<file path="config.mk">
export PLATFORM = sky130hd
export DESIGN_NAME = dcache_top
export DESIGN_NICKNAME = d
export VERILOG_FILES = /design/src/verilog/axi_pkg.sv /design/src/verilog/cache_pkg.sv /design/src/verilog/mem_req_if.sv /design/src/verilog/axi_bridge.sv /design/src/verilog/cache_cfg.sv /design/src/verilog/cache_ctrl.sv /design/src/verilog/dcache_top.sv
export SDC_FILE = /design/constraint.sdc
export NUM_CORES = 2
export LEC_CHECK = 0
export ABC_CLOCK_PERIOD_IN_PS = 45100
export BUFFER_PORTS_ARGS = -buffer_cell sky130_fd_sc_hd__buf_2
export CAP_MARGIN = 20
export CORE_ASPECT_RATIO = 0.75
export CORE_MARGIN = 4
export CORE_UTILIZATION = 60
export CTS_BUF_LIST = sky130_fd_sc_hd__clkbuf_16
export CTS_CLUSTER_DIAMETER = 50
export CTS_CLUSTER_SIZE = 40
export DETAILED_ROUTE_END_ITERATION = 6
export GPL_TIMING_DRIVEN = 1
export PLACE_DENSITY = 0.86
export SKIP_CTS_REPAIR_TIMING = 1
export SLEW_MARGIN = 20
export SYNTH_ARGS = -nofsm -noshare
export SYNTH_HDL_FRONTEND = slang
export SYNTH_HIERARCHICAL = 1
export SYNTH_SLANG_ARGS = --single-unit
</file>
<file path="constraint.sdc">
create_clock -name clk -period 45.1 [get_ports clk]
set_input_delay 9.02 -clock clk [delete_from_list [all_inputs] [get_ports clk]]
set_output_delay 9.02 -clock clk [all_outputs]
set_load 0.1 [all_outputs]
</file>
<file path="src/verilog/axi_pkg.sv">
package axi_pkg;

    typedef logic [7:0] len_t;     // Beat count minus one.
    typedef logic [2:0] size_t;    // Bytes per beat as a power of two.
    typedef logic [1:0] resp_t;

    localparam len_t BLOCK_LEN = 8'd7;
    localparam len_t SINGLE_LEN = 8'd0;
    localparam size_t WORD_SIZE = 3'd2;

    localparam resp_t RESP_OKAY = 2'b00;

endpackage

</file>
<file path="src/verilog/cache_pkg.sv">
package cache_pkg;

    typedef logic [31:0] addr_t;
    typedef logic [31:0] word_t;
    typedef logic [3:0] strb_t;
    typedef logic [255:0] block_t;    // Word 0 sits in bits 31:0.

    // Byte offset bits inside one line of eight words.
    localparam int OFFSET_BITS = 5;

    typedef logic [2:0] word_sel_t;

    typedef enum logic [2:0] {
        MEM_NONE,
        MEM_LOAD_WORD,
        MEM_STORE_WORD,
        MEM_LOAD_BLOCK,
        MEM_STORE_BLOCK
    } mem_req_t;

endpackage

</file>
<file path="src/verilog/mem_req_if.sv">
`timescale 1ns/1ps

interface mem_req_if;

    cache_pkg::mem_req_t req;    // One-cycle strobe, raised only while idle.
    cache_pkg::addr_t addr;
    cache_pkg::block_t wblock;
    cache_pkg::word_t wword;
    cache_pkg::strb_t wstrb;
    axi_pkg::size_t size;

    cache_pkg::block_t rblock;
    cache_pkg::word_t rword;
    logic done;                  // Pulses when the bus transaction ends.
    logic idle;

    modport ctrl (
        output req, addr, wblock, wword, wstrb, size,
        input rblock, rword, done, idle
    );

    modport bridge (
        input req, addr, wblock, wword, wstrb, size,
        output rblock, rword, done, idle
    );

endinterface
</file>
<file path="src/verilog/axi_bridge.sv">
`timescale 1ns/1ps

module axi_bridge (
    input logic clk,
    input logic rstn,
    mem_req_if.bridge mem,
    output cache_pkg::addr_t araddr,
    output axi_pkg::len_t arlen,
    output axi_pkg::size_t arsize,
    output logic arvalid,
    input logic arready,
    output cache_pkg::addr_t awaddr,
    output axi_pkg::len_t awlen,
    output axi_pkg::size_t awsize,
    output logic awvalid,
    input logic awready,
    output cache_pkg::word_t wdata,
    output cache_pkg::strb_t wstrb,
    output logic wlast,
    output logic wvalid,
    input logic wready,
    input cache_pkg::word_t rdata,
    input axi_pkg::resp_t rresp,
    input logic rlast,
    input logic rvalid,
    output logic rready,
    input axi_pkg::resp_t bresp,
    input logic bvalid,
    output logic bready
);

    typedef enum logic [2:0] {S_IDLE, S_AR, S_R, S_AW, S_W, S_B} state_t;

    state_t state;
    cache_pkg::mem_req_t req_q;
    cache_pkg::addr_t addr_q;
    axi_pkg::size_t size_q;
    cache_pkg::word_t wword_q;
    cache_pkg::strb_t wstrb_q;
    cache_pkg::block_t wbuf;
    axi_pkg::len_t beat;
    cache_pkg::addr_t block_addr;
    logic issue;
    logic is_read;
    logic r_end;

    assign issue = (state == S_IDLE) && (req_q != cache_pkg::MEM_NONE);
    assign is_read = (req_q == cache_pkg::MEM_LOAD_WORD) || (req_q == cache_pkg::MEM_LOAD_BLOCK);
    assign block_addr = {addr_q[31:cache_pkg::OFFSET_BITS], {cache_pkg::OFFSET_BITS{1'b0}}};
    // A single-word read ends on its first beat.
    assign r_end = (state == S_R) && rvalid && (rlast || arlen == axi_pkg::SINGLE_LEN);
    assign mem.idle = (state == S_IDLE) && (req_q == cache_pkg::MEM_NONE);

    always_ff @(posedge clk or negedge rstn) begin
        if (!rstn) begin
            state <= S_IDLE;
            req_q <= cache_pkg::MEM_NONE;
            arvalid <= 1'b0;
            awvalid <= 1'b0;
            wvalid <= 1'b0;
            wlast <= 1'b0;
            rready <= 1'b0;
            bready <= 1'b0;
            mem.done <= 1'b0;
        end else begin
            mem.done <= r_end || ((state == S_B) && bvalid);
            if (mem.req != cache_pkg::MEM_NONE) begin
                req_q <= mem.req;
            end else if (issue) begin
                req_q <= cache_pkg::MEM_NONE;
            end
            case (state)
                S_IDLE: begin
                    if (issue && is_read) begin
                        arvalid <= 1'b1;
                        state <= S_AR;
                    end else if (issue) begin
                        awvalid <= 1'b1;
                        state <= S_AW;
                    end
                end
                S_AR: begin
                    if (arready) begin
                        arvalid <= 1'b0;
                        rready <= 1'b1;
                        state <= S_R;
                    end
                end
                S_R: begin
                    if (r_end) begin
                        rready <= 1'b0;
                        state <= S_IDLE;
                    end
                end
                S_AW: begin
                    if (awready) begin
                        awvalid <= 1'b0;
                        wvalid <= 1'b1;
                        wlast <= (awlen == axi_pkg::SINGLE_LEN);
                        state <= S_W;
                    end
                end
                S_W: begin
                    if (wready && wlast) begin
                        wvalid <= 1'b0;
                        wlast <= 1'b0;
                        bready <= 1'b1;
                        state <= S_B;
                    end else if (wready) begin
                        wlast <= (beat + 8'd1 == awlen);    // Next beat is the final one.
                    end
                end
                S_B: begin
                    if (bvalid) begin
                        bready <= 1'b0;
                        state <= S_IDLE;
                    end
                end
                default: state <= S_IDLE;
            endcase
        end
    end

    always_ff @(posedge clk) begin
        if (mem.req != cache_pkg::MEM_NONE) begin
            addr_q <= mem.addr;
            size_q <= mem.size;
            wword_q <= mem.wword;
            wstrb_q <= mem.wstrb;
            wbuf <= mem.wblock;
        end
        if (issue && req_q == cache_pkg::MEM_LOAD_BLOCK) begin
            araddr <= block_addr;
            arlen <= axi_pkg::BLOCK_LEN;
            arsize <= axi_pkg::WORD_SIZE;
        end else if (issue && req_q == cache_pkg::MEM_LOAD_WORD) begin
            araddr <= addr_q;
            arlen <= axi_pkg::SINGLE_LEN;
            arsize <= size_q;
        end else if (issue) begin
            awaddr <= (req_q == cache_pkg::MEM_STORE_BLOCK) ? block_addr : {addr_q[31:2], 2'b00};
            awlen <= (req_q == cache_pkg::MEM_STORE_BLOCK) ? axi_pkg::BLOCK_LEN : axi_pkg::SINGLE_LEN;
            awsize <= axi_pkg::WORD_SIZE;
        end
        if (state == S_AW && awready) begin
            beat <= '0;
            if (awlen == axi_pkg::SINGLE_LEN) begin
                wdata <= wword_q;
                wstrb <= wstrb_q;
            end else begin
                wdata <= wbuf[31:0];
                wstrb <= '1;
                wbuf <= {32'b0, wbuf[255:32]};
            end
        end else if (state == S_W && wready && !wlast) begin
            beat <= beat + 8'd1;
            wdata <= wbuf[31:0];
            wbuf <= {32'b0, wbuf[255:32]};
        end
        if (state == S_R && rvalid) begin
            mem.rword <= rdata;
            mem.rblock <= {rdata, mem.rblock[255:32]};    // Beats arrive low word first.
        end
    end

    a_ar_hold: assert property (@(posedge clk) disable iff (!rstn)
        arvalid && !arready |=> arvalid);
    a_wlast: assert property (@(posedge clk) disable iff (!rstn) wlast |-> wvalid);
    a_req_idle: assert property (@(posedge clk) disable iff (!rstn)
        mem.req != cache_pkg::MEM_NONE |-> mem.idle);
    a_rresp: assert property (@(posedge clk) disable iff (!rstn)
        rvalid && rready |-> rresp == axi_pkg::RESP_OKAY);
    a_bresp: assert property (@(posedge clk) disable iff (!rstn)
        bvalid && bready |-> bresp == axi_pkg::RESP_OKAY);

endmodule

</file>
<file path="src/verilog/cache_cfg.sv">
`timescale 1ns/1ps

module cache_cfg (
    input logic clk,
    input logic rstn,
    input logic cfg_wr,
    input logic [1:0] cfg_addr,
    input cache_pkg::word_t cfg_wdata,
    output cache_pkg::word_t cfg_rdata,
    output logic enable,
    input logic hit,
    input logic miss
);

    cache_pkg::word_t hit_cnt;
    cache_pkg::word_t miss_cnt;

    always_ff @(posedge clk or negedge rstn) begin
        if (!rstn) begin
            enable <= 1'b0;
            hit_cnt <= '0;
            miss_cnt <= '0;
        end else begin
            if (cfg_wr) begin
                enable <= cfg_wdata[0];
            end
            // Counters stop at all ones.
            if (enable && hit && hit_cnt != '1) begin
                hit_cnt <= hit_cnt + 32'd1;
            end
            if (enable && miss && miss_cnt != '1) begin
                miss_cnt <= miss_cnt + 32'd1;
            end
        end
    end

    always_comb begin
        case (cfg_addr)
            2'd0: cfg_rdata = {31'b0, enable};
            2'd1: cfg_rdata = hit_cnt;
            2'd2: cfg_rdata = miss_cnt;
            default: cfg_rdata = '0;
        endcase
    end

endmodule

</file>
<file path="src/verilog/cache_ctrl.sv">
`timescale 1ns/1ps

module cache_ctrl #(
    parameter int NUM_LINES = 8
) (
    input logic clk,
    input logic rstn,
    input logic cpu_req,
    input logic cpu_we,
    input cache_pkg::addr_t cpu_addr,
    input cache_pkg::word_t cpu_wdata,
    input cache_pkg::strb_t cpu_wstrb,
    input axi_pkg::size_t cpu_size,
    output logic cpu_ready,
    output logic cpu_done,
    output cache_pkg::word_t cpu_rdata,
    input logic enable,
    output logic hit,
    output logic miss,
    mem_req_if.ctrl mem
);

    localparam int IDX_W = $clog2(NUM_LINES);
    localparam int TAG_W = 32 - IDX_W - cache_pkg::OFFSET_BITS;

    typedef logic [IDX_W-1:0] index_t;
    typedef logic [TAG_W-1:0] tag_t;
    typedef enum logic [2:0] {S_IDLE, S_LOOKUP, S_WB, S_FILL, S_UNC} state_t;

    state_t state;
    logic [NUM_LINES-1:0] valid;
    logic [NUM_LINES-1:0] dirty;
    tag_t tag_arr [NUM_LINES];
    cache_pkg::block_t data_arr [NUM_LINES];

    cache_pkg::addr_t addr_q;
    cache_pkg::word_t wdata_q;
    cache_pkg::strb_t wstrb_q;
    axi_pkg::size_t size_q;
    logic we_q;
    logic en_q;

    index_t idx;
    tag_t tag;
    cache_pkg::word_sel_t sel;
    logic lookup_hit;
    logic victim_dirty;
    logic line_write;
    logic finish;
    cache_pkg::block_t base_line;
    cache_pkg::block_t merged_line;

    function automatic cache_pkg::block_t merge_word(
        input cache_pkg::block_t line,
        input cache_pkg::word_sel_t w,
        input cache_pkg::word_t data,
        input cache_pkg::strb_t strb
    );
        cache_pkg::block_t result;
        result = line;
        for (int b = 0; b < 4; b++) begin
            if (strb[b]) begin
                result[{w, 5'b0} + b * 8 +: 8] = data[b * 8 +: 8];
            end
        end
        return result;
    endfunction

    assign idx = addr_q[cache_pkg::OFFSET_BITS +: IDX_W];
    assign tag = addr_q[31 -: TAG_W];
    assign sel = addr_q[4:2];
    assign lookup_hit = valid[idx] && (tag_arr[idx] == tag);
    assign victim_dirty = valid[idx] && dirty[idx];
    assign hit = (state == S_LOOKUP) && en_q && lookup_hit;
    assign miss = (state == S_LOOKUP) && en_q && !lookup_hit;
    assign cpu_ready = (state == S_IDLE);

    // During a fill the incoming block replaces the stored line.
    assign base_line = (state == S_FILL) ? mem.rblock : data_arr[idx];
    assign merged_line = merge_word(base_line, sel, wdata_q, wstrb_q);
    assign line_write = (hit && we_q) || (state == S_FILL && mem.done);
    assign finish = hit || ((state == S_FILL || state == S_UNC) && mem.done);

    assign mem.addr = (miss && victim_dirty) ?
        {tag_arr[idx], idx, {cache_pkg::OFFSET_BITS{1'b0}}} : addr_q;
    assign mem.wblock = data_arr[idx];
    assign mem.wword = wdata_q;
    assign mem.wstrb = wstrb_q;
    assign mem.size = size_q;

    always_comb begin
        mem.req = cache_pkg::MEM_NONE;
        if (state == S_LOOKUP && !en_q) begin
            mem.req = we_q ? cache_pkg::MEM_STORE_WORD : cache_pkg::MEM_LOAD_WORD;
        end else if (miss && victim_dirty) begin
            mem.req = cache_pkg::MEM_STORE_BLOCK;
        end else if (miss || (state == S_WB && mem.done)) begin
            mem.req = cache_pkg::MEM_LOAD_BLOCK;    // Fill follows the write-back directly.
        end
    end

    always_ff @(posedge clk or negedge rstn) begin
        if (!rstn) begin
            state <= S_IDLE;
            valid <= '0;
            dirty <= '0;
            cpu_done <= 1'b0;
        end else begin
            cpu_done <= finish;
            if (line_write) begin
                valid[idx] <= 1'b1;
                dirty[idx] <= we_q;
            end
            case (state)
                S_IDLE: if (cpu_req) state <= S_LOOKUP;
                S_LOOKUP: begin
                    if (!en_q) state <= S_UNC;
                    else if (lookup_hit) state <= S_IDLE;
                    else if (victim_dirty) state <= S_WB;
                    else state <= S_FILL;
                end
                S_WB: if (mem.done) state <= S_FILL;
                S_FILL, S_UNC: if (mem.done) state <= S_IDLE;
                default: state <= S_IDLE;
            endcase
        end
    end

    always_ff @(posedge clk) begin
        if (cpu_req && cpu_ready) begin
            addr_q <= cpu_addr;
            we_q <= cpu_we;
            wdata_q <= cpu_wdata;
            wstrb_q <= cpu_wstrb;
            size_q <= cpu_size;
            en_q <= enable;    // Enable is sampled once per access.
        end
        if (line_write) begin
            tag_arr[idx] <= tag;
            data_arr[idx] <= we_q ? merged_line : base_line;
        end
        if (finish) begin
            cpu_rdata <= (state == S_UNC) ? mem.rword : base_line[{sel, 5'b0} +: 32];
        end
    end

    a_req_idle: assert property (@(posedge clk) disable iff (!rstn)
        mem.req != cache_pkg::MEM_NONE |-> mem.idle);

endmodule

</file>
<file path="src/verilog/dcache_top.sv">
`timescale 1ns/1ps

module dcache_top #(
    parameter int NUM_LINES = 8
) (
    input logic clk,
    input logic rstn,
    input logic cpu_req,
    input logic cpu_we,
    input cache_pkg::addr_t cpu_addr,
    input cache_pkg::word_t cpu_wdata,
    input cache_pkg::strb_t cpu_wstrb,
    input axi_pkg::size_t cpu_size,
    output logic cpu_ready,
    output logic cpu_done,
    output cache_pkg::word_t cpu_rdata,
    input logic cfg_wr,
    input logic [1:0] cfg_addr,
    input cache_pkg::word_t cfg_wdata,
    output cache_pkg::word_t cfg_rdata,
    output cache_pkg::addr_t araddr,
    output axi_pkg::len_t arlen,
    output axi_pkg::size_t arsize,
    output logic arvalid,
    input logic arready,
    output cache_pkg::addr_t awaddr,
    output axi_pkg::len_t awlen,
    output axi_pkg::size_t awsize,
    output logic awvalid,
    input logic awready,
    output cache_pkg::word_t wdata,
    output cache_pkg::strb_t wstrb,
    output logic wlast,
    output logic wvalid,
    input logic wready,
    input cache_pkg::word_t rdata,
    input axi_pkg::resp_t rresp,
    input logic rlast,
    input logic rvalid,
    output logic rready,
    input axi_pkg::resp_t bresp,
    input logic bvalid,
    output logic bready
);

    logic enable;
    logic hit;
    logic miss;

    mem_req_if mem ();

    cache_cfg u_cfg (
        .clk(clk),
        .rstn(rstn),
        .cfg_wr(cfg_wr),
        .cfg_addr(cfg_addr),
        .cfg_wdata(cfg_wdata),
        .cfg_rdata(cfg_rdata),
        .enable(enable),
        .hit(hit),
        .miss(miss)
    );

    cache_ctrl #(
        .NUM_LINES(NUM_LINES)
    ) u_ctrl (
        .clk(clk),
        .rstn(rstn),
        .cpu_req(cpu_req),
        .cpu_we(cpu_we),
        .cpu_addr(cpu_addr),
        .cpu_wdata(cpu_wdata),
        .cpu_wstrb(cpu_wstrb),
        .cpu_size(cpu_size),
        .cpu_ready(cpu_ready),
        .cpu_done(cpu_done),
        .cpu_rdata(cpu_rdata),
        .enable(enable),
        .hit(hit),
        .miss(miss),
        .mem(mem.ctrl)
    );

    axi_bridge u_bridge (
        .clk(clk),
        .rstn(rstn),
        .mem(mem.bridge),
        .araddr(araddr),
        .arlen(arlen),
        .arsize(arsize),
        .arvalid(arvalid),
        .arready(arready),
        .awaddr(awaddr),
        .awlen(awlen),
        .awsize(awsize),
        .awvalid(awvalid),
        .awready(awready),
        .wdata(wdata),
        .wstrb(wstrb),
        .wlast(wlast),
        .wvalid(wvalid),
        .wready(wready),
        .rdata(rdata),
        .rresp(rresp),
        .rlast(rlast),
        .rvalid(rvalid),
        .rready(rready),
        .bresp(bresp),
        .bvalid(bvalid),
        .bready(bready)
    );

endmodule

</file>
# --- Yosys cells after proc, flatten, opt, wreduce, memory -nomap -nowiden ---
# Memory sizes are Yosys's and may differ from the RTL's. A register that Yosys moved wholly into a read port is not among the register bits.
# Cells that the tools add are included.
word_totals:
  register_bits: 940
  latchBits: 0
  mem_bits_rw: 2240
  romBits: 0
  mem_count: 2
memory_table:
  columns: ["name", "depth", "width", "rd", "rd_clocked_by_memory_dff", "wr", "line_no", "rtl"]
  rows:
  - ["u_ctrl.data_arr", 8, 256, 1, 1, 1, "cache_ctrl.sv:34", "cache_pkg::block_t data_arr [NUM_LINES];"]
  - ["u_ctrl.tag_arr", 8, 24, 1, 1, 1, "cache_ctrl.sv:33", "tag_t tag_arr [NUM_LINES];"]
classes:
  add_sub_neg: 10
  multipliers: 0
  div: 0
  order_cmp: 2
  n_eq_ne: 31
  n_shift: 9
  mux: 75
  bitwise_logic: 3
  reduce_logical: 63
op_table:
  columns: ["cell", "count"]
  rows:
  - ["$mux W256", 10]
  - ["$bwmux W256", 4]
  - ["$shift A8 B34 Y256 const A", 4]
  - ["$shiftx A8 B34 Y256", 4]
  - ["$shiftx A256 B9 Y32", 1]
  - ["$mux W32", 7]
  - ["$neg A32 Y34", 3]
  - ["$pmux W32 S3", 1]
  - ["$add A32 B1 Y32 const B", 2]
  - ["$ne A32 B32 Y1 const B", 2]
  - ["$mux W3", 19]
  - ["$neg A8 Y34", 1]
  - ["$logic_and A1 B1 Y1", 28]
  - ["$eq A24 B24 Y1", 1]
  - ["$reduce_and A3 Y1", 7]
  - ["$mux W1", 20]
  - ["$add A8 B5 Y9 const B", 2]
  - ["$pmux W3 S6", 1]
  - ["$logic_not A8 Y1", 2]
  - ["$reduce_bool A2 Y1", 8]
  - ["$eq A3 B2 Y1 const B", 5]
  - ["$eq A3 B3 Y1 const B", 4]
  - ["$ne A2 B2 Y1 const B", 6]
  - ["$pmux W1 S2", 6]
  - ["other kinds (25)", 45]

# --- Longest topological paths before layout ---
logic_depth:
  depth_word: 13
  ltp_mapped: 19
  depth_no_buf: 12

# --- Modules after synthesis ---
# The synthesis kept the hierarchy.
modules_own_cells:
  columns: ["module", "instances", "cells_each", "area_per_inst_um2"]
  rows:
  - ["cache_ctrl", 1, 4975, 97228.2]
  - ["axi_bridge", 1, 1827, 25364.3]
  - ["cache_cfg", 1, 361, 3606.0]

# --- Worst setup path after synthesis ---
# Ideal clock, no wire load.
synth_path:
  path_kind: "input -> output"
  startpoint: "input cfg_addr[1]"
  endpoint: "output cfg_rdata[0]"
  arrival_time_ps: 11231
  required_time_ps: 36080
  setup_slack_ps: 24849
  stages: 2
  n_path_buf: 0
  path_cell_list: "mux2i_1 -> o21ai_0"
synth_between:
  elab_chain_len: 2
synth_rtl:
  columns: ["item", "line_no", "rtl"]
  rows:
  - ["start: declaration", "dcache_top.sv:18", "input logic [1:0] cfg_addr,"]
  - ["$eq A2 B2 Y1 (tied with other cells)", "cache_cfg.sv:38", "case (cfg_addr)"]
  - ["$pmux W32 S3 (*)", "cache_cfg.sv:38", null]
  - ["end: declaration", "dcache_top.sv:20", "output cache_pkg::word_t cfg_rdata,"]
# Every way passes the cells marked *; elsewhere a longest branch is shown, timed or not.

# --- Worst setup path in the final report ---
layout_path:
  startpoint: "input cfg_addr[0]"
  endpoint: "output cfg_rdata[0]"
# The elaborated chain is that of the path after synthesis.

==> summary.md <==
| Metric | Value |
|---|---|
| Worst-margin pin slew | 1.238 ns |
| Max VDD drop | 0.00006475 V |
| Required @ worst endpoint | 36.08 ns |
| Worst Path Arrival | 10.51 ns |
| Yosys warns | 6 |
| First-pass GRT wire length | 471100 µm |
| Die height | 405.2 µm |
| Final Critical Period | 19.53 ns |
| Drt total wl | 323600 µm |
| Syn Inst Count | 7162 |
| CP Launch Point | cfg_addr[0] |
| Clock buffer depth | 4 |
| DIE AREA | 217800 µm² |
| Clock H-tree levels | 4 |
| Hold violation count in the final report | 0 |
| Critical path type | in2out |
| Layout area overhead | 8.268% |
| Static leakage | 46.69 nW |
| Setup violators final | 0 |
| Cts bufs inserted | 170 |
| Largest net degree at the start of global routing | 212 |
| Post-DP HPWL | 185600 µm |
| Initial Util | 60.49% |
| Via count | 70915 |
| Port buffer count | 295 |
| Relative slew slack | 15.30% |
| CP max FO | 32 |
| Setup_tns | 0 ns |
| Critical Path End Type | output pin |
| I/O pins | 346 |
| Total GRT Usage | 29.44% |
| Via density | 6.962 |
| Placer Congestion | 0.8857 |
| Core area | 208600 µm² |
| Routed WL per cell | 31.77 µm |
| Most common cell after layout, fill and taps aside | edfxtp_1 |
| Max Slew Vio Count | 0 |
| Fmax | 51.21 MHz |
| Clk_skew | 0.1094 ns |
| Pwr dens | 64.77 nW/µm² |
| Worst min path class | reg2reg |
| Startpoint class of the critical path | input port |
| Drt pass-1 iters | 7 |
| Final #Nets | 7408 |
| CTS tree | done |
| RSZ-0062 raised after global routing | no |
| DIE WIDTH | 537.6 µm |
| Status | finished with violations |
| Worst-case reg-to-reg path depth | 12 |
| Initial antenna violation count | 21 |
| Final Util | 65.49% |
| Reg2reg end | u_ctrl/data_arr[2][120] |
| R2R setup slack | 36.62 ns |
| GRT overflow | 0 |
| WHS | 0.4124 ns |
| Layout cells sized above 1 | 22.00% |
| Period utilization | 43.30% |
| DRC | 21 |
| CTS root buf | clkbuf_16 |
| # rows | 145 |
| Crit path capture | cfg_rdata[0] |
| Vias in the first global route | 70524 |
| Initial DRC Count | 12445 |
| Failing checks | DRC |
| Worst-path clk slew | 0.11 ns |
| Clock Latency Late Sink | 0.90 ns |
| Mean Syn Cell Area | 17.62 µm² |
| Max-cap violations | 0 |
| Synthesized area | 126200 µm² |
| Most frequent cells in the layout | edfxtp_1 (2766), mux2i_1 (608), a21oi_1 (545) |
| Clock Sinks | 3140 |
| Antenna-violating nets left | 0 |
[worst min-delay path by stage]
stage	start	slack, ns	cells past startpoint	endpoint
6_report	u_bridge/mem.rblock[132]	0.41	0	u_bridge/mem.rblock[100]
3_5_place_dp	u_ctrl/mem.size[1]	0.41	0	u_bridge/size_q[1]
5_1_grt	u_bridge/mem.rblock[132]	0.43	0	u_bridge/mem.rblock[100]
4_1_cts	u_bridge/mem.rblock[132]	0.41	0	u_bridge/mem.rblock[100]
2_1_floorplan	u_ctrl/mem.size[0]	0.40	0	u_bridge/size_q[0]
3_3_place_gp	u_ctrl/mem.size[2]	0.40	0	u_bridge/size_q[2]
[sequential cells by signal, summed over array words and instances, names as in the netlist, 8 cells and up, named ones only]
register	flops
u_bridge/addr_q	32
u_bridge/araddr	32
u_bridge/awaddr	30
u_bridge/beat	8
u_bridge/mem.rblock	256
u_bridge/wbuf	256
u_bridge/wdata	32
u_bridge/wword_q	32
u_cfg/hit_cnt	32
u_cfg/miss_cnt	32
u_ctrl/addr_q	32
u_ctrl/cpu_rdata	32
u_ctrl/data_arr	2048
u_ctrl/dirty	8
u_ctrl/mem.wword	32
u_ctrl/tag_arr	192
u_ctrl/valid	8
[power breakdown]
group / internal (W) / leakage (nW) / switching (W)
logic: 0.000939 / 15.0 / 0.00185
registers: 0.00391 / 28.6 / 0.000263
clock network: 0.000831 / 3.10 / 0.00106
[final cells by class]
type / count / area (µm²)
Sequential cell: 3140 / 91050
Antenna cell: 12 / 30.03
Clock buffer: 173 / 4329
Inverter: 31 / 122.6
Fill cell: 12824 / 72010
Multi-Input combinational cell: 3502 / 32990
Tap cell: 2793 / 3495
Clock inverter: 133 / 2107
Timing Repair Buffer: 402 / 2506
[critical path: stages]
cell and delay [ns]:
buf_2 0.12, nor2b_4 0.58, nand2_1 0.17, o21ai_0 0.14
buf_2 0.47
[per-layer routing]
layer  part of all wire, %  vias up  track usage [%]
met5                 0.020        -                0
met1                    36    35517            41.86
met3                    17      954            11.27
met4                   3.7       10            9.278
li1                      -    28407                -
met2                    44     6027            42.58
[per-stage QoR]
step	setup WS, ns	power (W)	area [µm²]	std cells
after floorplan	24.85	0.006044	126200	7175
after global placement	25.45	0.006724	130000	9866
after detailed placement	25.25	0.006890	130000	9866
after CTS	25.23	0.008782	136500	10172
after global routing	25.45	0.009159	136600	10177
final	25.57	0.008850	136600	10186
(Power assumes the default switching activity.)
